[config.mk]
export PLATFORM = sky130hd
export DESIGN_NAME = bus_mux
export DESIGN_NICKNAME = d
export VERILOG_FILES = /design/src/datapath_pkg.sv /design/src/bus_mux.sv
export SDC_FILE = /design/constraint.sdc
export NUM_CORES = 1
export LEC_CHECK = 0
export BUFFER_PORTS_ARGS = -buffer_cell sky130_fd_sc_hd__buf_2
export CAP_MARGIN = 10
export CELL_PAD_IN_SITES_DETAIL_PLACEMENT = 0
export CELL_PAD_IN_SITES_GLOBAL_PLACEMENT = 1
export CORE_AREA = 3 3 317 319
export DETAILED_ROUTE_END_ITERATION = 10
export DIE_AREA = 0 0 320 322
export PLACE_DENSITY_LB_ADDON = 0.1
export SLEW_MARGIN = 20
export SYNTH_ARGS = -nofsm -noshare
export SYNTH_HDL_FRONTEND = slang
export SYNTH_SLANG_ARGS = --single-unit
[constraint.sdc]
create_clock -name vclk -period 11.4
set_input_delay 3.42 -clock vclk [all_inputs]
set_output_delay 3.42 -clock vclk [all_outputs]
set_load 0.01 [all_outputs]
[src/datapath_pkg.sv]
package datapath_pkg;

    localparam int WORD_W      = 32;
    localparam int ADDR_W      = 9;
    localparam int RAM_DEPTH   = 1 << ADDR_W;
    localparam int NUM_GPR     = 16;
    localparam int NUM_BUS_SRC = 24;
    // Immediate field of IR, bits 18:0
    localparam int IMM_W       = 19;

    typedef logic [WORD_W-1:0]   word_t;
    typedef logic [2*WORD_W-1:0] dword_t;

    typedef enum logic [4:0] {
        op_add  = 5'd0,
        op_sub  = 5'd1,
        op_and  = 5'd2,
        op_or   = 5'd3,
        op_shr  = 5'd4,
        op_shra = 5'd5,
        op_shl  = 5'd6,
        op_ror  = 5'd7,
        op_rol  = 5'd8,
        op_mul  = 5'd9,
        op_div  = 5'd10,
        op_neg  = 5'd11,
        op_not  = 5'd12
    } alu_op_e;

    // Branch condition from IR bits 20:19
    typedef enum logic [1:0] {
        con_zero     = 2'b00,
        con_nonzero  = 2'b01,
        con_positive = 2'b10,
        con_negative = 2'b11
    } con_e;

    // Bus source index, same order as the drive strobe vector
    typedef enum logic [4:0] {
        src_r0, src_r1, src_r2, src_r3, src_r4, src_r5, src_r6, src_r7,
        src_r8, src_r9, src_r10, src_r11, src_r12, src_r13, src_r14, src_r15,
        src_hi, src_lo, src_zhigh, src_zlow,
        src_pc, src_mdr, src_inport, src_cimm
    } bus_src_e;

endpackage

[src/bus_mux.sv]
`timescale 1ns/100ps

module bus_mux (
    input  datapath_pkg::word_t               gpr [datapath_pkg::NUM_GPR],
    input  datapath_pkg::word_t               hi,
    input  datapath_pkg::word_t               lo,
    input  datapath_pkg::word_t               z_high,
    input  datapath_pkg::word_t               z_low,
    input  datapath_pkg::word_t               pc,
    input  datapath_pkg::word_t               mdr,
    input  datapath_pkg::word_t               in_port_q,
    input  datapath_pkg::word_t               ir,
    input  logic [datapath_pkg::NUM_GPR-1:0]  r_drive,
    input  logic                              hi_drive,
    input  logic                              lo_drive,
    input  logic                              z_high_drive,
    input  logic                              z_low_drive,
    input  logic                              pc_drive,
    input  logic                              mdr_drive,
    input  logic                              in_port_drive,
    input  logic                              c_drive,
    input  logic                              ba_select,
    output datapath_pkg::word_t               bus
);
    import datapath_pkg::*;

    logic [NUM_BUS_SRC-1:0] drive_vec;
    bus_src_e               src;
    logic                   src_valid;
    word_t                  c_imm;

    assign drive_vec = {c_drive, in_port_drive, mdr_drive, pc_drive,
                        z_low_drive, z_high_drive, lo_drive, hi_drive, r_drive};

    assign c_imm = {{(WORD_W-IMM_W){ir[IMM_W-1]}}, ir[IMM_W-1:0]};

    // Encoder
    always_comb begin
        src       = src_r0;
        src_valid = 1'b0;
        for (int i = 0; i < NUM_BUS_SRC; i++) begin
            if (drive_vec[i]) begin
                src       = bus_src_e'(i[4:0]);
                src_valid = 1'b1;
            end
        end
    end

    always_comb begin
        bus = '0;
        if (src_valid) begin
            case (src)
                src_hi:     bus = hi;
                src_lo:     bus = lo;
                src_zhigh:  bus = z_high;
                src_zlow:   bus = z_low;
                src_pc:     bus = pc;
                src_mdr:    bus = mdr;
                src_inport: bus = in_port_q;
                src_cimm:   bus = c_imm;
                default:    bus = gpr[src[3:0]];
            endcase
            // R0 as base address reads zero
            if (src == src_r0 && ba_select) begin
                bus = '0;
            end
        end
    end

    always_comb begin
        assert final ($onehot0(drive_vec))
            else $error("bus_mux: more than one drive strobe high");
    end

endmodule

# Yosys cells after proc, flatten, opt, wreduce, memory -nomap -nowiden
# Index checks and enable logic that the tools add are counted.
[word_totals]
register_bits = 0
word_cells = 65
in_bits = 793
out_inout_bits = 32
[classes]
muxes = 53
reduce_logical = 2
eq_ne = 8
bitwise_logic = 1
order_cmp = 1
[ops]
columns = ["cell", "count"]
rows = [
  ["$pmux W32 S8", 1],
  ["$bmux W32 S4", 1],
  ["$mux W32", 4],
  ["$mux W5", 22],
  ["$eq A5 B5 Y1 const B", 8],
  ["$mux W1", 25],
  ["$ge A5 B5 Y1 const B", 1],
  ["$logic_not A5 Y1", 1],
  ["$not A4 Y5", 1],
  ["$logic_and A1 B1 Y1", 1],
]

# Logic depth before layout (Yosys ltp)
[depth]
ltp_word = 30
mapped_depth = 11

# Worst setup path before layout
# Ideal clock, no wire load.
[synth_timing]
path_kind = "input to output"
startpoint = "input r_drive[2] (netlist bit)"
endpoint = "output bus[10]"
cell_stages = 11
path_buffers = 3
required_ns = 7.980
slack_ns = 2.560
arrival_ns = 5.420
cell_sequence = "nand2b_1 a221o_1 a211oi_2 a221o_2 buf_6 buf_6 buf_4 nand2_1 a32oi_1 nand4_1 a211oi_1"
[synth_between]
elab_chain_len = 29
word_cells_on_any_way = 61
[synth_lines]
columns = ["element", "line_no", "rtl"]
rows = [
  ["start, declared", "bus_mux.sv:13", "input logic [datapath_pkg::NUM_GPR-1:0] r_drive,"],
  ["$mux W5 (22 in series)", "bus_mux.sv:42", "if (drive_vec[i]) begin"],
  ["$not A4 Y5 (implied by the code)", "bus_mux.sv:61", "default: bus = gpr[src[3:0]];"],
  ["$bmux W32 S4", "bus_mux.sv:61", ""],
  ["$mux W32 (implied by the code) (2 in series)", "bus_mux.sv:61", ""],
  ["$pmux W32 S8", "bus_mux.sv:52", "case (src)"],
  ["$mux W32", "bus_mux.sv:64", "if (src == src_r0 && ba_select) begin"],
  ["$mux W32 (*)", "bus_mux.sv:51", "if (src_valid) begin"],
  ["end, declared", "bus_mux.sv:23", "output datapath_pkg::word_t bus"],
]
# Mark *: on every way between the ends. The rest lies on a longest branch, timed or not. The select of a mux whose other input is x is not followed.

# Worst setup path after layout
[layout_timing]
startpoint = "input c_drive"
endpoint = "output bus[10]"
[layout_between]
elab_chain_len = 8
word_cells_on_any_way = 19
[layout_lines]
columns = ["element", "line_no", "rtl"]
rows = [
  ["start, declared", "bus_mux.sv:21", "input logic c_drive,"],
  ["$mux W5", "bus_mux.sv:42", ""],
  ["$not A4 Y5 (implied by the code)", "bus_mux.sv:61", ""],
  ["$bmux W32 S4", "bus_mux.sv:61", ""],
  ["$mux W32 (implied by the code) (2 in series)", "bus_mux.sv:61", ""],
  ["$pmux W32 S8", "bus_mux.sv:52", ""],
  ["$mux W32", "bus_mux.sv:64", ""],
  ["$mux W32 (*)", "bus_mux.sv:51", ""],
]
# Marked as above.

==> flow_summary.json <==
{
  "antenna_left": 0,
  "wl_per_cell_um": 25.8,
  "synth_seq_area_share_pct": 0,
  "finalHoldViolCount": 0,
  "cts_resized": 0,
  "synth.distinct_cells": 53,
  "hold_depth": 6,
  "min_to": "bus[3]",
  "io_buffers": 812,
  "first_pass_iters": 6,
  "path_cells": "buf_2 -> nor4_4 -> nand2_1 -> a21oi_4 -> buf_4 -> a22o_1 -> a211oi_2 -> a211oi_1 -> buf_2",
  "post_cts_buffers": 0,
  "multi_input_area_sq_um": 6220,
  "maxSlewHeadroom_pct": 23.3,
  "syn-num-nets": 1893,
  "finalCritPeriodShare_pct": 90.1,
  "slew_violations": 0,
  "criticalPathCategory": "input port to primary output",
  "layout_commonest_cell": "buf_2",
  "layout_common_cells": "buf_2, nand2_1, mux2i_1",
  "required_ns": 7.98,
  "rows": 115,
  "cp_slowest_cell": "a21oi_4",
  "status": "complete, no violations",
  "nFlopsAndLatches": 0,
  "vias_per_cell": 3.78,
  "start_kind": "input port",
  "first_iter_violations": 681,
  "power_leakage_nw": 6.27,
  "grt_usage_pct": 14.8,
  "antenna_found_initial": 34,
  "hold_path.class": "input port to primary output",
  "die_w_um": 320,
  "grt_max_degree": 101,
  "routed_wl_um": 82100,
  "routabilityCongestion": 0.798,
  "power.density_nw_per_um2": 37.0,
  "fin_cells": 3178,
  "synth_area_sq_um": 6660,
  "remaining_drc_errors": 0,
  "finalSetupTns_ns": 0,
  "avgSynthCellArea_sq_um": 6.05,
  "worstPathArrival_ns": 6.85,
  "fill_cells": 11700,
  "ios": 825,
  "fmax_ghz": 0.0973,
  "core_sq_um": 98100,
  "ir_drop_v": 0.0000178,
  "dp.final_hpwl_um": 70600,
  "clock_buffers": 0,
  "yosys_warnings": 0,
  "critPathTopFamily": "compound AO/OA/AOI/OAI gates",
  "fin_nets": 2664,
  "final-seq-area_sq_um": 0,
  "crit_fanout": 24,
  "cts_hold_buf": 0,
  "drive_gt1_share_pct": 49.0,
  "setup-violations-final": 0,
  "dr_total_vias": 12000,
  "syn2layout_area_growth_pct": 88.6,
  "holdCritStartpoint": "hi[3]",
  "grt_first_pass_wirelength_um": 107000,
  "period_needed_ns": 10.27,
  "die_area_sq_um": 103000,
  "grt_overflow_total": 0,
  "start_util_pct": 6.79,
  "path_common_cell": "buf_2",
  "synth_cells": 1100,
  "grt_setup_unrepaired": "no",
  "critPathMaxStageDelay_ns": 0.66,
  "die_y_um": 322,
  "grt_pass1_vias": 12600,
  "worst-path-buf-inv": 3,
  "dp.cells": 3156,
  "maxCapViolations": 0,
  "worstSetupEndpointType": "primary output",
  "worst_pin_slew_ns": 1.15
}
-- kinds of logic after synthesis --
group	synth area share, %
buffers and inverters	8.49
multiplexers	24.1
AO/OA/AOI/OAI	30.8
AND/OR/NAND/NOR	36.6
-- synthesized netlist by cell type, types with 17 or more instances --
| library cell | n | area, sq um |
|---|---|---|
| a32oi_1 | 32 | 280 |
| a221oi_1 | 46 | 403 |
| mux2i_1 | 158 | 1580 |
| o21ai_0 | 26 | 130 |
| nor3_1 | 17 | 85.1 |
| nand2_1 | 378 | 1420 |
| buf_2 | 29 | 145 |
| nor2_1 | 27 | 101 |
| nand3_1 | 72 | 360 |
| clkbuf_1 | 57 | 214 |
| nand4_1 | 33 | 206 |
| a21oi_1 | 48 | 240 |
| a2111oi_0 | 17 | 149 |
| a22oi_1 | 19 | 143 |
-- per-stage QoR --
| step | util, % | instance area, sq um | hold WS [ns] | worst slack [ns] | power [mW] |
|---|---|---|---|---|---|
| detailed placement | 12.7 | 12500 | 7.29 | 0.968 | 0.473 |
| finish | 12.8 | 12600 | 7.28 | 1.13 | 0.465 |
| floorplan | - | 6660 | 7.04 | 2.56 | 0.198 |
| CTS | 12.7 | 12500 | 7.29 | 0.977 | 0.475 |
| global placement | 12.7 | 12500 | 7.30 | 0.982 | 0.474 |
| global route | 12.8 | 12500 | 7.33 | 0.895 | 0.509 |
-- layer usage --
metal,share of wire [%],global-route usage (%),vias to the layer above
met1,43,19.2,5809
met4,0.55,1.31,18
met3,5.8,2.66,34
li1,-,-,5720
met5,0.11,0,-
met2,50,26.5,442
-- layout make-up --
type,count,area share [%]
multi-input combinational,986,49.6
timing repair buffer,879,37.1
tap,1287,12.8
antenna,22,0.438
inverter,4,0.120
-- report_power, final --
group / internal, mW / total, mW / leakage (nW) / switching [mW]
Clock: 0.0000000151 / 0.0000000152 / 0.000139 / 0
Combinational: 0.205 / 0.465 / 6.27 / 0.260
Sequential: 0 / 0 / 0 / 0
Total: 0.205 / 0.465 / 6.27 / 0.260
-- worst max-delay path by stage --
| stage | start | endpoint | cells past startpoint |
|---|---|---|---|
| final | c_drive | bus[10] | 9 |
| after global routing | c_drive | bus[1] | 11 |
| after CTS | c_drive | bus[10] | 9 |
| after detailed placement | c_drive | bus[10] | 9 |
| after global placement | c_drive | bus[10] | 9 |
| after floorplan | r_drive[2] | bus[10] | 11 |
Note: power is estimated with default switching activity, not from simulation.
