### config.mk
export PLATFORM = sky130hd
export DESIGN_NAME = memory_io_flat
export DESIGN_NICKNAME = d
export VERILOG_FILES = /design/src/datapath_pkg.sv /design/src/mem_if.sv /design/src/memory_io.sv /design/src/flat_wrapper.sv
export SDC_FILE = /design/constraint.sdc
export NUM_CORES = 1
export LEC_CHECK = 0
export BUFFER_PORTS_ARGS = -buffer_cell sky130_fd_sc_hd__buf_2
export CORE_MARGIN = 3
export CORE_UTILIZATION = 35
export DETAILED_ROUTE_END_ITERATION = 10
export PLACE_DENSITY = 0.77
export RECOVER_POWER = 50
export SLEW_MARGIN = 30
export SYNTH_ARGS = -nofsm -noshare
export SYNTH_HDL_FRONTEND = slang
export SYNTH_SLANG_ARGS = --single-unit
### constraint.sdc
create_clock -name clk -period 0.9 [get_ports clk]
set_input_delay 0.225 -clock clk [delete_from_list [all_inputs] [get_ports clk]]
set_output_delay 0.225 -clock clk [all_outputs]
set_load 0.05 [all_outputs]
### src/datapath_pkg.sv
package datapath_pkg;

    localparam int WORD_W      = 32;
    localparam int ADDR_W      = 9;
    localparam int RAM_DEPTH   = 1 << ADDR_W;
    localparam int NUM_GPR     = 16;
    localparam int NUM_BUS_SRC = 24;
    // Immediate field of IR, bits 18:0
    localparam int IMM_W       = 19;

    typedef logic [WORD_W-1:0]   word_t;
    typedef logic [2*WORD_W-1:0] dword_t;

    typedef enum logic [4:0] {
        op_add  = 5'd0,
        op_sub  = 5'd1,
        op_and  = 5'd2,
        op_or   = 5'd3,
        op_shr  = 5'd4,
        op_shra = 5'd5,
        op_shl  = 5'd6,
        op_ror  = 5'd7,
        op_rol  = 5'd8,
        op_mul  = 5'd9,
        op_div  = 5'd10,
        op_neg  = 5'd11,
        op_not  = 5'd12
    } alu_op_e;

    // Branch condition from IR bits 20:19
    typedef enum logic [1:0] {
        con_zero     = 2'b00,
        con_nonzero  = 2'b01,
        con_positive = 2'b10,
        con_negative = 2'b11
    } con_e;

    // Bus source index, same order as the drive strobe vector
    typedef enum logic [4:0] {
        src_r0, src_r1, src_r2, src_r3, src_r4, src_r5, src_r6, src_r7,
        src_r8, src_r9, src_r10, src_r11, src_r12, src_r13, src_r14, src_r15,
        src_hi, src_lo, src_zhigh, src_zlow,
        src_pc, src_mdr, src_inport, src_cimm
    } bus_src_e;

endpackage

### src/mem_if.sv
`timescale 1ns/100ps

interface mem_if;
    import datapath_pkg::*;

    logic [ADDR_W-1:0] address;
    word_t             write_data;
    logic              write_enable;
    logic              read_enable;
    word_t             read_data;

    modport regs (
        output address, write_data, write_enable, read_enable,
        input  read_data
    );

    modport mem (
        input  address, write_data, write_enable, read_enable,
        output read_data
    );

endinterface

### src/memory_io.sv
`timescale 1ns/100ps

module memory_io (
    input  logic                 clk,
    input  logic                 arst_n,
    input  datapath_pkg::word_t  bus,
    input  datapath_pkg::word_t  in_port,
    input  logic                 mar_load,
    input  logic                 mdr_load,
    input  logic                 mem_read,
    input  logic                 mem_write,
    input  logic                 out_port_load,
    mem_if.regs                  mem,
    output datapath_pkg::word_t  mdr,
    output datapath_pkg::word_t  in_port_q,
    output datapath_pkg::word_t  out_port
);
    import datapath_pkg::*;

    // MAR keeps only the RAM address bits
    logic [ADDR_W-1:0] mar_q;

    always_ff @(posedge clk or negedge arst_n) begin
        if (!arst_n) begin
            mar_q <= '0;
        end else if (mar_load) begin
            mar_q <= bus[ADDR_W-1:0];
        end
    end

    always_ff @(posedge clk or negedge arst_n) begin
        if (!arst_n) begin
            mdr <= '0;
        end else if (mdr_load) begin
            mdr <= mem_read ? mem.read_data : bus;
        end
    end

    assign mem.address      = mar_q;
    assign mem.write_data   = mdr;
    assign mem.write_enable = mem_write;
    assign mem.read_enable  = mem_read;

    // Input port samples every cycle
    always_ff @(posedge clk or negedge arst_n) begin
        if (!arst_n) begin
            in_port_q <= '0;
        end else begin
            in_port_q <= in_port;
        end
    end

    always_ff @(posedge clk or negedge arst_n) begin
        if (!arst_n) begin
            out_port <= '0;
        end else if (out_port_load) begin
            out_port <= bus;
        end
    end

    assert property (@(posedge clk) disable iff (!arst_n) !(mem_read && mem_write))
        else $error("memory_io: mem_read and mem_write high together");

endmodule

### src/flat_wrapper.sv
// flat-port wrapper written by rule: the top's interface ports become plain ports
module memory_io_flat import datapath_pkg::*;
  (clk, arst_n, bus, in_port, mar_load, mdr_load, mem_read, mem_write, out_port_load, mdr, in_port_q, out_port, mem_address, mem_write_data, mem_write_enable, mem_read_enable, mem_read_data);
  mem_if mem_i ();
  input  logic clk;
  input  logic arst_n;
  input  datapath_pkg::word_t bus;
  input  datapath_pkg::word_t in_port;
  input  logic mar_load;
  input  logic mdr_load;
  input  logic mem_read;
  input  logic mem_write;
  input  logic out_port_load;
  output datapath_pkg::word_t mdr;
  output datapath_pkg::word_t in_port_q;
  output datapath_pkg::word_t out_port;
  output wire logic [$bits(mem_i.address)-1:0] mem_address;
  output wire logic [$bits(mem_i.write_data)-1:0] mem_write_data;
  output wire logic [$bits(mem_i.write_enable)-1:0] mem_write_enable;
  output wire logic [$bits(mem_i.read_enable)-1:0] mem_read_enable;
  input wire logic [$bits(mem_i.read_data)-1:0] mem_read_data;
  assign mem_address = mem_i.address;
  assign mem_write_data = mem_i.write_data;
  assign mem_write_enable = mem_i.write_enable;
  assign mem_read_enable = mem_i.read_enable;
  assign mem_i.read_data = mem_read_data;
  memory_io u_core (.clk(clk), .arst_n(arst_n), .bus(bus), .in_port(in_port), .mar_load(mar_load), .mdr_load(mdr_load), .mem_read(mem_read), .mem_write(mem_write), .out_port_load(out_port_load), .mem(mem_i), .mdr(mdr), .in_port_q(in_port_q), .out_port(out_port));
endmodule
# [Yosys cells after proc, flatten, opt, wreduce, memory -nomap -nowiden]
# Cells that the tools add are included.
[op_classes] mux=1
[ops] operator="$mux 32" count=1
[totals] regBits=105 input_bits=103 output_inout_bits=139 wordCells=5

# [Longest topological paths before layout]
[logic_depth] word_depth=1 depth_mapped=4

# [Least setup slack after synthesis]
# OpenSTA, ideal clock, no wires.
[synth_path] path_type="register to output" from="reg u_core.mdr[0]" to="out mem_write_data[0]" arrival_time_ns=0.904 t_required_ns=0.675 path_slack_ns=-0.229 stages_incl_launch_ff=2 n_path_buf=1 path_cell_list="dfrtp_1 > buf_4"
[synth_rtl] item="start, declared" line_no="memory_io.sv:14" rtl="output datapath_pkg::word_t mdr,"
[synth_rtl] item="start signal, assigned" line_no="memory_io.sv:35" rtl="mdr <= mem_read ? mem.read_data : bus;"
[synth_rtl] item="end, declared" line_no="flat_wrapper.sv:18" rtl="output wire logic [$bits(mem_i.write_data)-1:0] mem_write_data;"
# No word-level cell between the ends.

# [Worst setup path in the final report]
[layout_path] from="reg u_core.mdr[6]" to="out mdr[6]"
[layout_rtl] item="end, declared" line_no="flat_wrapper.sv:14" rtl="output datapath_pkg::word_t mdr;"
# No word-level cell between the ends.

==> qor.yml <==
wl_um: 12380
grt.overflow.total: 0
violations: "negative setup slack"
grt_pass1_wl_um: 18700
p_leak_nw: 3.383
grt_max_degree: 44
fin_area_mm2: 0.007024
n_antenna_cell: 0
clkTransAtPathRegs_ns: 0.07
postSynthNetCount: 395
hpwl_um: 7742
core-area_mm2: 0.01161
status: "finished, violations left"
synth_most_common_cell: "dfrtp_1"
synth_top_family_by_area: "multiplexers"
die_area_mm2: 0.01339
clock_sinks: 105
clockBufferDepth: 2
worst_pin_slew_ns: 0.4320
synth_top_area_share_pct: 62.35
slew_headroom_pct: 71.20
drt_first_pass_iters: 4
finalCriticalPeriod_ns: 1.185
synth-compound-area-share_pct: 3.800
yosys.area.top_type: "dfrtp_1"
max_freq_ghz: 0.8438
critPathTopFamily: "flip-flops"
num_rows: 39
cp-start-kind: "flip-flop"
required_ns: 0.67
gp_congestion: 0.7283
hp-class: "input pin to flip-flop"
postLayoutCoreUtil_pct: 60.48
yosysSeqAreaShare_pct: 62.35
worst_slack_ns: -0.2851
syn_inst: 292
ant_nets: 0
synth.top_cells.by_area: "dfrtp_1, mux2_4, mux2i_1, buf_4, a21oi_1"
io_pins: 242
die_h_um: 115.7
synth_xor_area_share_pct: 0
critPathBufInv: 1
cts_buffers: 9
synth_simple_gate_area_share_pct: 2.850
drive_gt1_share_pct: 70.63
crit_fanout: 3
p_per_area_mw_per_mm2: 2002
synthToLayoutAreaGrowth_pct: 66.69
synthDistinctLibCells: 10
vdd_drop_max_uv: 1184
synth_edf_count: 0
placed_cell_area_mm2: 0.005426
synth_area_mm2: 0.004214
cp_data_arrival_time_ns: 0.96
dr_total_vias: 3237
track_usage_pct: 18.37
ys.warnings.count: 0
slew_violations: 0
root_buffer: "clkbuf_16"
grt_pass1_vias: 3568
cts_tree: "built"
crit_slowest_cell: "dfrtp_2"
clock_latency_ns: 0.34
synthFlopType: "dfrtp_1"
synth_fa_ha_area_share_pct: 0
antenna_found_initial: 0
finalHoldViolations: 0
final_nets: 653
io_buffers: 239
die_w_um: 115.7
viasPerCell: 4.638
rsz0062_at_grt: "yes"
cp_cell_sequence: "buf_6"
slowest_delay_ns: 0.44
drcViolationCount: 0
cts-htree-levels: 3
initial_utilization_pct: 36.29
ys_async_sr_fraction_pct: 100.0
fin_crit_sh_pct: 131.7
syn_area_per_cell_um2: 14.43
drtIter0Drc: 96
dp_slack_ns: -0.1659
setup_viol: 146
finalClockSkew_ns: 0
end_kind: "output pin"
synthTopCellsByCount: "dfrtp_1, buf_4, a21oi_1, mux2i_1, nor2_1"
max_cap_viol_count: 0
critical_path_class: "flip-flop to output pin"
synth.area.mux_share_pct: 21.23
wl_per_cell_um: 17.73
numPlacedInstances: 633
ys_ff_latch: 105
fin_cells: 698
==> path summary, 6_finish.rpt <==
check / from / end / slack (ns) / cells past startpoint
hold reg to reg: u_core.mem.address[5]$_DFFE_PN0P_ / u_core.mem.address[5]$_DFFE_PN0P_ / 0.53 / 1
hold / removal: bus[14] / u_core.out_port[14]$_DFFE_PN0P_ / 0.13 / 2
setup / recovery: u_core.mdr[6]$_DFFE_PN0P_ / mdr[6] / -0.29 / 1
setup reg to reg: u_core.out_port[4]$_DFFE_PN0P_ / u_core.out_port[4]$_DFFE_PN0P_ / -0.11 / 3
max in group asynchronous: arst_n / u_core.mdr[0]$_DFFE_PN0P_ / 0.04 / 3
min in group asynchronous: arst_n / u_core.mem.address[3]$_DFFE_PN0P_ / 0.29 / 2
==> cell usage in the layout (no fill, tap or decap), drive strengths merged <==
| master | netlist | layout |
|---|---|---|
| dlygate4sd3 | 0 | 33 |
| dfrtp | 105 | 105 |
| mux2i | 32 | 32 |
| mux2 | 41 | 41 |
| clkbuf | 0 | 13 |
| clkinv | 0 | 3 |
| inv | 0 | 4 |
| a21oi | 32 | 32 |
| nor2 | 32 | 32 |
| buf | 50 | 260 |
==> registers in the layout (all words and copies together) (netlist names) <==
register	count
u_core.mem.address	9
u_core.out_port	32
u_core.mdr	32
u_core.in_port_q	32
==> through the flow <==
step | TNS, ns | total power, mW | hold slack (ns)
finish | -33.87 | 14.06 | 0.1263
global route | -38.89 | 14.60 | 0.1142
CTS | -35.97 | 14.03 | 0.1074
detailed placement | -7.469 | 9.274 | 0.08110
global placement | -6.253 | 9.203 | 0.07886
floorplan | -1.312 | 8.682 | -0.07059
==> logic make-up after synthesis <==
logic type / count (synthesis)
flops: 105
buf+inv: 50
compound gates: 32
mux: 73
simple gates: 32
==> final cells by class <==
| cell class | instances | area (um^2) |
|---|---|---|
| flip-flops and latches | 105 | 2719 |
| repair buffers | 297 | 2666 |
| clock inverters | 7 | 60.06 |
| multi-input cells | 137 | 1175 |
| clock buffers | 9 | 225.2 |
| well taps | 143 | 178.9 |
| fillers | 845 | 4589 |
==> routing by layer <==
layer,vias up,share of wire [%],global-route usage [%],wire length [um]
li1,1464,-,-,-
met1,1572,35,19.38,4390
met2,168,54,33.53,6704
met3,33,7.7,5.849,947
met4,0,2.7,8.043,333
met5,-,0,0,0
==> timing repair <==
| action | CTS | global route |
|---|---|---|
| resized for setup | 269 | 14 |
| pin swaps | 0 | 0 |
| endpoints found under the setup margin | 137 | 147 |
| hold buffers | 33 | 0 |
| setup buffers | 10 | 8 |
| hold endpoints to repair | 137 | 0 |
==> power by group <==
part | switching, mW | internal (mW)
logic | 2.86 | 1.85
clock network | 1.84 | 1.93
registers | 0.395 | 5.19
total | 5.09 | 8.98
Power figures use the tool's default switching activity.
