File: config.mk
export PLATFORM = sky130hd
export DESIGN_NAME = register_file
export DESIGN_NICKNAME = d
export VERILOG_FILES = /design/src/datapath_pkg.sv /design/src/register_file.sv
export SDC_FILE = /design/constraint.sdc
export NUM_CORES = 1
export LEC_CHECK = 0
export BUFFER_PORTS_ARGS = -buffer_cell sky130_fd_sc_hd__buf_4
export CORE_MARGIN = 2
export CORE_UTILIZATION = 26
export DETAILED_ROUTE_END_ITERATION = 6
export SYNTH_ARGS = -nofsm -noshare
export SYNTH_HDL_FRONTEND = slang
export SYNTH_SLANG_ARGS = --single-unit
File: constraint.sdc
create_clock -name clk -period 0.8 [get_ports clk]
set_input_delay 0.12 -clock clk [delete_from_list [all_inputs] [get_ports clk]]
set_output_delay 0.12 -clock clk [all_outputs]
set_load 0.02 [all_outputs]
File: src/datapath_pkg.sv
package datapath_pkg;

    localparam int WORD_W      = 32;
    localparam int ADDR_W      = 9;
    localparam int RAM_DEPTH   = 1 << ADDR_W;
    localparam int NUM_GPR     = 16;
    localparam int NUM_BUS_SRC = 24;
    // Immediate field of IR, bits 18:0
    localparam int IMM_W       = 19;

    typedef logic [WORD_W-1:0]   word_t;
    typedef logic [2*WORD_W-1:0] dword_t;

    typedef enum logic [4:0] {
        op_add  = 5'd0,
        op_sub  = 5'd1,
        op_and  = 5'd2,
        op_or   = 5'd3,
        op_shr  = 5'd4,
        op_shra = 5'd5,
        op_shl  = 5'd6,
        op_ror  = 5'd7,
        op_rol  = 5'd8,
        op_mul  = 5'd9,
        op_div  = 5'd10,
        op_neg  = 5'd11,
        op_not  = 5'd12
    } alu_op_e;

    // Branch condition from IR bits 20:19
    typedef enum logic [1:0] {
        con_zero     = 2'b00,
        con_nonzero  = 2'b01,
        con_positive = 2'b10,
        con_negative = 2'b11
    } con_e;

    // Bus source index, same order as the drive strobe vector
    typedef enum logic [4:0] {
        src_r0, src_r1, src_r2, src_r3, src_r4, src_r5, src_r6, src_r7,
        src_r8, src_r9, src_r10, src_r11, src_r12, src_r13, src_r14, src_r15,
        src_hi, src_lo, src_zhigh, src_zlow,
        src_pc, src_mdr, src_inport, src_cimm
    } bus_src_e;

endpackage

File: src/register_file.sv
`timescale 1ns/100ps

module register_file (
    input  logic                                clk,
    input  logic                                arst_n,
    input  datapath_pkg::word_t                 bus,
    input  logic [datapath_pkg::NUM_GPR-1:0]    r_load,
    input  logic                                hi_load,
    input  logic                                lo_load,
    output datapath_pkg::word_t                 gpr [datapath_pkg::NUM_GPR],
    output datapath_pkg::word_t                 hi,
    output datapath_pkg::word_t                 lo
);
    import datapath_pkg::*;

    // General registers R0-R15
    for (genvar i = 0; i < NUM_GPR; i++) begin : g_gpr
        always_ff @(posedge clk or negedge arst_n) begin
            if (!arst_n) begin
                gpr[i] <= '0;
            end else if (r_load[i]) begin
                gpr[i] <= bus;
            end
        end
    end

    always_ff @(posedge clk or negedge arst_n) begin
        if (!arst_n) begin
            hi <= '0;
        end else if (hi_load) begin
            hi <= bus;
        end
    end

    always_ff @(posedge clk or negedge arst_n) begin
        if (!arst_n) begin
            lo <= '0;
        end else if (lo_load) begin
            lo <= bus;
        end
    end

    // Control unit selects a single destination register per step
    assert property (@(posedge clk) disable iff (!arst_n) $onehot0(r_load))
        else $error("register_file: more than one r_load strobe high");

endmodule
# Word-level counts from Yosys, hierarchy flattened
# Cells that the tools add are included.
# word_totals
register_bits	576
in_bits	52
output_inout_bits	576
wordCells	18

# Logic depth before layout (Yosys ltp)
# Gate-level depths: netlist of run 1.
# depth
word_depth	0
mapped_depth	3
ltp_nobuf	1

# Worst setup path before layout of run 1
# Ideal clock, no wire load.
# synth_timing
kind	flip-flop to flip-flop
startpoint	register, netlist name gpr[110]
endpoint	register gpr[110] (netlist bit)
arrival_time_ns	0.710
t_required_ns	0.675
slack_ns	-0.035
stages_incl_launch_ff	2
n_path_buf	0
period_less_slack_ns	0.835
path_cell_list	dfrtp_1 mux2_4
# synth_rtl
item	line	rtl
end signal, assigned by index	register_file.sv:22	gpr[i] <= bus;
end, declared	register_file.sv:10	output datapath_pkg::word_t gpr [datapath_pkg::NUM_GPR],

# Worst setup path in the final report of run 1
# layout_timing
startpoint	register gpr[461] (netlist bit)
endpoint	output gpr[461] (netlist bit)
# No word-level cell between the ends.

==> results of run 1 <==
-- kinds of logic (layout without fill, tap and decap cells) --
kind of cell	Yosys count	after routing	share of synthesized area, %
buffers and inverters	104	962	4.374
other	0	1	0
multiplexers	576	576	30.77
flip-flops	576	576	64.85
-- final cells by class --
type                            count  area (um^2)
Multi-Input combinational cell    576         7012
Antenna cell                        1        2.502
Tap cell                         1144         1431
Fill cell                        7632        49600
Clock inverter                     22        265.3
Sequential cell                   576        15130
Timing Repair Buffer              843         9507
Clock buffer                       97         1929
-- registers in the layout, indices dropped and copies added, names as in the netlist --
register	cells
gpr	512
hi	32
lo	32
-- power by group through the flow --
stage	sequential (W)	combinational, W	clock, W
after global routing	0.0353	0.0199	0.0325
after global placement	0.0347	0.0157	0
after CTS	0.0349	0.0185	0.0313
after detailed placement	0.0348	0.0159	0
after floorplan	0.0383	0.00429	0
final	0.0350	0.0190	0.0304
-- per-stage QoR --
step	instances	TNS [ns]	util, %
after floorplan	1256	-8.474	-
after global placement	3000	-62.05	34.50
after detailed placement	3000	-66.19	34.50
after CTS	3233	-305.46	40.73
after global routing	3258	-310.97	41.56
final	3259	-277.41	41.57
-- what timing repair did --
item	4_1_cts	5_1_grt
hold endpoints to repair	1014	87
setup endpoints to repair	581	891
hold buffers	28	1
pin swaps	0	0
gates resized for setup	576	140
setup buffers	86	31
-- cell usage in the layout, fill, tap and decap left out --
cell type / count
inv_16: 2
buf_4: 98
clkinv_16: 2
buf_8: 1
clkbuf_8: 14
diode_2: 1
mux2_2: 436
clkinv_2: 8
dfrtp_2: 576
bufinv_16: 2
mux2_4: 140
clkbuf_16: 67
buf_12: 47
inv_6: 3
clkinv_4: 1
clkinvlp_4: 4
clkbuf_1: 16
buf_6: 670
dlygate4sd3_1: 27
-- layer usage --
metal  routed length [um]  up-vias  part of all wire (%)
met4                 2737        0                   3.7
met1                30900     7384                    41
li1                     -     6005                     -
met2                36100      512                    48
met5                    0        -                     0
met3                 5177      144                   6.9
-- worst paths after layout --
kind	depth (start not counted)	slack, ns	end
max	1	-0.51	gpr[461]
min	3	-0.03	gpr[115]
max reg2reg	3	-0.22	gpr[207]
min reg2reg	1	0.53	gpr[375]
max in group asynchronous	3	0.17	gpr[175]
min in group asynchronous	3	0.05	gpr[462]
==> metrics, run 1 <==
crit path DAT=1.19 ns; worst rel slew slack=69.32%; syn nets=1308; distinct cell type count after synthesis=7; CP max stage cell=dfrtp_2; crit path capture type=primary output; GR Util met2=26.94%; Critical Path, Cell by Cell=buf_6; Port Buf Inserts=627; met3 Use GR=4.311%; CTS sink cnt=576; area share of the leading cell type in the synthesized netlist=64.85%; status=complete, but fails checks; Fmax achieved=0.7661 GHz; Max rail drop VDD=1.383 mV; main flop type after synthesis=dfrtp_1; Fin Clk Skew=0 ns; GR peak layer=met2; worst-case clock buffer depth=3; Syn-to-layout area delta=58.75%; CP Launch Point=gpr[461]; Synth Instances=1256; combinational power share=22.5%; CP Class=register to primary output; via count=14.05k; fin. max-slew vios=0; initial antenna violation count=5; Synth Area per Inst=17.70 um^2; aggregate routed wire length=74910 um; crit-path max FO=2; post-place setup slack=-0.1543 ns; drt initial violations=671; GR Overflow Total=0; # nets final=2115; TritonCTS buffer count=66; Yosys top cell by area=dfrtp_1; Hold Vio Cnt, Final=19; PD cells=2390 nW/um^2; Hold Crit Start=r_load[12]; Final Setup Violations=712; sequential area share after synthesis=64.85%; Post-synth ARST share=100.0%; crit path buf inv count=1; layout cells sized above 1=97.97%; Final Critical Period=1.305 ns; hpwl dp=52210 um; Cell Rows=107; Die W=296.4 um; Tightest Pin Transition=0.4601 ns; clock root cell=clkbuf_16; LEAKAGE=15.17 nW; Clock transition at path regs=0.06 ns; CP delay by family, top=flip-flops; post-DR wirelength/cell=22.99 um; clock tree from TritonCTS=built; total of max-cap violations=0; Post-DP Area=29290 um^2; clk_lat worst skew=0.59 ns; EDFF count, synth=0; fin crit share=163.2%; #FFs+latches synth=576; I/O pins=628; top-count cell post-synth=dfrtp_1; RD Place Congestion=0.7779; switching power=0.02391 W; met1 usage=20.66%; largest net degree at the start of global routing=78; Clk pwr share=36.0%; worst path required time=0.68 ns; Min Hold Slack=-0.03141 ns; vias per inst=4.310; Pint=0.06042 W; Worst R2R Start=gpr[207]; first-pass GRT wire length=106500 um; RSZ-0062 raised after global routing=true; Post-Syn Area=22230 um^2; CP startpoint kind=register; max incr delay on CP=0.43 ns; Flop pwr share=41.5%; hold crit path type=input port to register; post-route cell area=35280 um^2; Final ANT Viol Nets=0; H-tree levels=3; Die Height=296.4 um; top post-synthesis cells by count=576 x dfrtp_1, 482 x mux2_2, 94 x mux2_4; Final WS setup=-0.5052 ns; Total Power=0.08433 W; Core Area=84880 um^2; DRC errors left=0; GRT Overall Usage=16.46%; leading post-synthesis cells by cell area=dfrtp_1 65%, mux2_2 24%, mux2_4 6.4%, buf_6 3.5%, clkbuf_1 0.34%; Sw Ratio=28.35%; via count of the first global-routing pass=15.38k; Die ar.=87840 um^2; First-pass DRT Iterations=6; Syn. warnings=0; failing checks=negative hold slack, negative setup slack; Initial Utilization=26.18%
No activity file was read; power rests on OpenSTA's default activity.
==> inputs of run 2 (changes only) <==
- PLACE_DENSITY_LB_ADDON: default -> 0.2
==> metrics, run 2 (synthesis gave the netlist of run 1 again) <==
status=complete, but fails checks (unchanged); failing checks=negative hold slack, negative setup slack (unchanged); PD cells=2456 nW/um^2 (was 2390 nW/um^2); GR Util met2=29.82% (was 26.94%); First-pass DRT Iterations=4 (was 6); Initial Utilization=26.18% (unchanged); commonest non-fill, non-tap cells in the layout=650 x buf_6, 576 x dfrtp_2, 457 x mux2_2, 119 x mux2_4, 111 x buf_4 (was 670 x buf_6, 576 x dfrtp_2, 436 x mux2_2, 140 x mux2_4, 98 x buf_4); RR Endpoint=gpr[490] (was gpr[207]); Final WS setup=-0.4975 ns (was -0.5052 ns); via count of the first global-routing pass=15.33k (was 15.38k); largest net degree at the start of global routing=79 (was 78); fin crit share=162.2% (was 163.2%); crit-path max FO=2 (unchanged); H-tree levels=3 (unchanged); Most flops, register=gpr (unchanged); crit path capture type=primary output (unchanged); met1 usage=21.09% (was 20.66%); Max rail drop VDD=1.611 mV (was 1.383 mV); Port Buf Inserts=627 (unchanged); via count=13.96k (was 14.05k); leading registers by flop count=gpr (512), hi (32), lo (32) (unchanged); hpwl dp=54920 um (was 52210 um); Min Hold Slack=-0.03828 ns (was -0.03141 ns); Fin Clk Skew=0 ns (unchanged); LEAKAGE=15.13 nW (was 15.17 nW); fin. max-slew vios=0 (unchanged); flop2flop setup slack=-0.23 ns (was -0.22 ns); CP Class=register to primary output (unchanged); Syn-to-layout area delta=58.76% (was 58.75%); Die W=296.4 um (unchanged); Register-to-Register Path Depth=3 (unchanged); met3 Use GR=5.260% (was 4.311%); RSZ-0062 raised after global routing=true (unchanged); clock tree from TritonCTS=built (unchanged); commonest non-fill, non-tap cell in the layout=buf_6 (unchanged); clock root cell=clkbuf_16 (unchanged); Die Height=296.4 um (unchanged); worst-case clock buffer depth=3 (unchanged); Core Area=84880 um^2 (unchanged); Fmax achieved=0.7707 GHz (was 0.7661 GHz); worst rel slew slack=69.97% (was 69.32%); Tightest Pin Transition=0.4505 ns (was 0.4601 ns); max incr delay on CP=0.43 ns (about the same); Die ar.=87840 um^2 (unchanged); Hold Crit Depth=3 (unchanged); aggregate routed wire length=78620 um (was 74910 um); Final ANT Viol Nets=0 (unchanged); vias per inst=4.281 (was 4.310); Worst R2R Start=gpr[490] (was gpr[207]); hold crit path type=input port to register (unchanged); crit path buf inv count=1 (unchanged); clk_lat worst skew=0.60 ns (was 0.59 ns); post-place setup slack=-0.1723 ns (was -0.1543 ns); Clock transition at path regs=0.06 ns (about the same); TritonCTS buffer count=71 (was 66); Critical Path, Cell by Cell=buf_6 (unchanged); CP delay by family, top=flip-flops (unchanged); Hold Crit Start=lo_load (was r_load[12]); layout cells sized above 1=97.83% (was 97.97%); total negative setup slack=-277.00 ns (was -277.41 ns); GR Overflow Total=0 (unchanged); Hold Vio Cnt, Final=22 (was 19); worst path required time=0.68 ns (about the same); total of max-cap violations=0 (unchanged); Cell Rows=107 (unchanged); GR peak layer=met2 (unchanged); CP max stage cell=dfrtp_2 (unchanged); post-DR wirelength/cell=24.10 um (was 22.99 um); GRT Overall Usage=17.41% (was 16.46%); Final Setup Violations=689 (was 712); CTS sink cnt=576 (unchanged); # nets final=2113 (was 2115); drt initial violations=429 (was 671); max FFs per register=512 (unchanged); first-pass GRT wire length=111700 um (was 106500 um); RD Place Congestion=0.7637 (was 0.7779); initial antenna violation count=3 (was 5); CP startpoint kind=register (unchanged); I/O pins=628 (unchanged); DRC errors left=0 (unchanged); crit path DAT=1.18 ns (was 1.19 ns); WHS Endpoint=lo[21] (was gpr[115]); Final Critical Period=1.298 ns (was 1.305 ns)
-- run 2: changes by cell type in the layout (fill, tap and decap cells not counted), moves of 2 or more --
cell,before,now
buf_4,98,111
clkbuf_1,16,18
buf_6,670,650
clkinvlp_4,4,2
mux2_2,436,457
clkbuf_16,67,71
clkinv_2,8,10
mux2_4,140,119
bufinv_16,2,6
clkbuf_8,14,11
-- run 2: timing repair --
action                                  CTS  global route
hold buffers                             29             2
gates resized for setup                 577            98
setup buffers                            62            41
endpoints found under the hold margin  1065           135
setup endpoints to repair               579           836
-- run 2: final cells by class --
cell class,count,area [um^2]
fill,7838,49600
sequential,576,15130
timing repair buffer,836,9369
multi-input combinational,576,6933
clock buffer,100,1996
tap,1144,1431
clock inverter,28,415.4
antenna,2,5.005
-- run 2: metal layers --
| metal | wire [um] | share of wire (%) |
|---|---|---|
| met5 | 0 | 0 |
| met4 | 1953 | 2.5 |
| met3 | 5925 | 7.5 |
| met2 | 39220 | 50 |
| met1 | 31530 | 40 |
-- run 2: metrics by stage --
| stage | hold slack, ns | cells | instance area [um^2] | utilization [%] | power (W) |
|---|---|---|---|---|---|
| after floorplan | -0.1756 | 1256 | 22950 | - | 0.04257 |
| after global placement | -0.03310 | 3005 | 29310 | 34.53 | 0.05067 |
| after detailed placement | -0.03373 | 3005 | 29310 | 34.53 | 0.05094 |
| after CTS | -0.08375 | 3224 | 34640 | 40.81 | 0.08737 |
| after global routing | -0.05718 | 3260 | 35280 | 41.56 | 0.09039 |
| final | -0.03828 | 3262 | 35280 | 41.57 | 0.08666 |
-- run 2: worst max path at each step --
stage / start / end / cells past startpoint
4_1_cts: gpr[66] / gpr[66] / 1
2_1_floorplan: gpr[110] / gpr[110] / 1
3_5_place_dp: r_load[15] / gpr[1] / 3
5_1_grt: gpr[246] / gpr[246] / 1
3_3_place_gp: r_load[15] / gpr[3] / 3
6_report: gpr[435] / gpr[435] / 1
-- run 2: power by group --
group / leakage [nW] / internal [W] / switching, W
combinational: 7.80 / 0.00997 / 0.00889
clock: 1.17 / 0.0196 / 0.0133
sequential: 6.16 / 0.0326 / 0.00229
total: 15.1 / 0.0622 / 0.0244
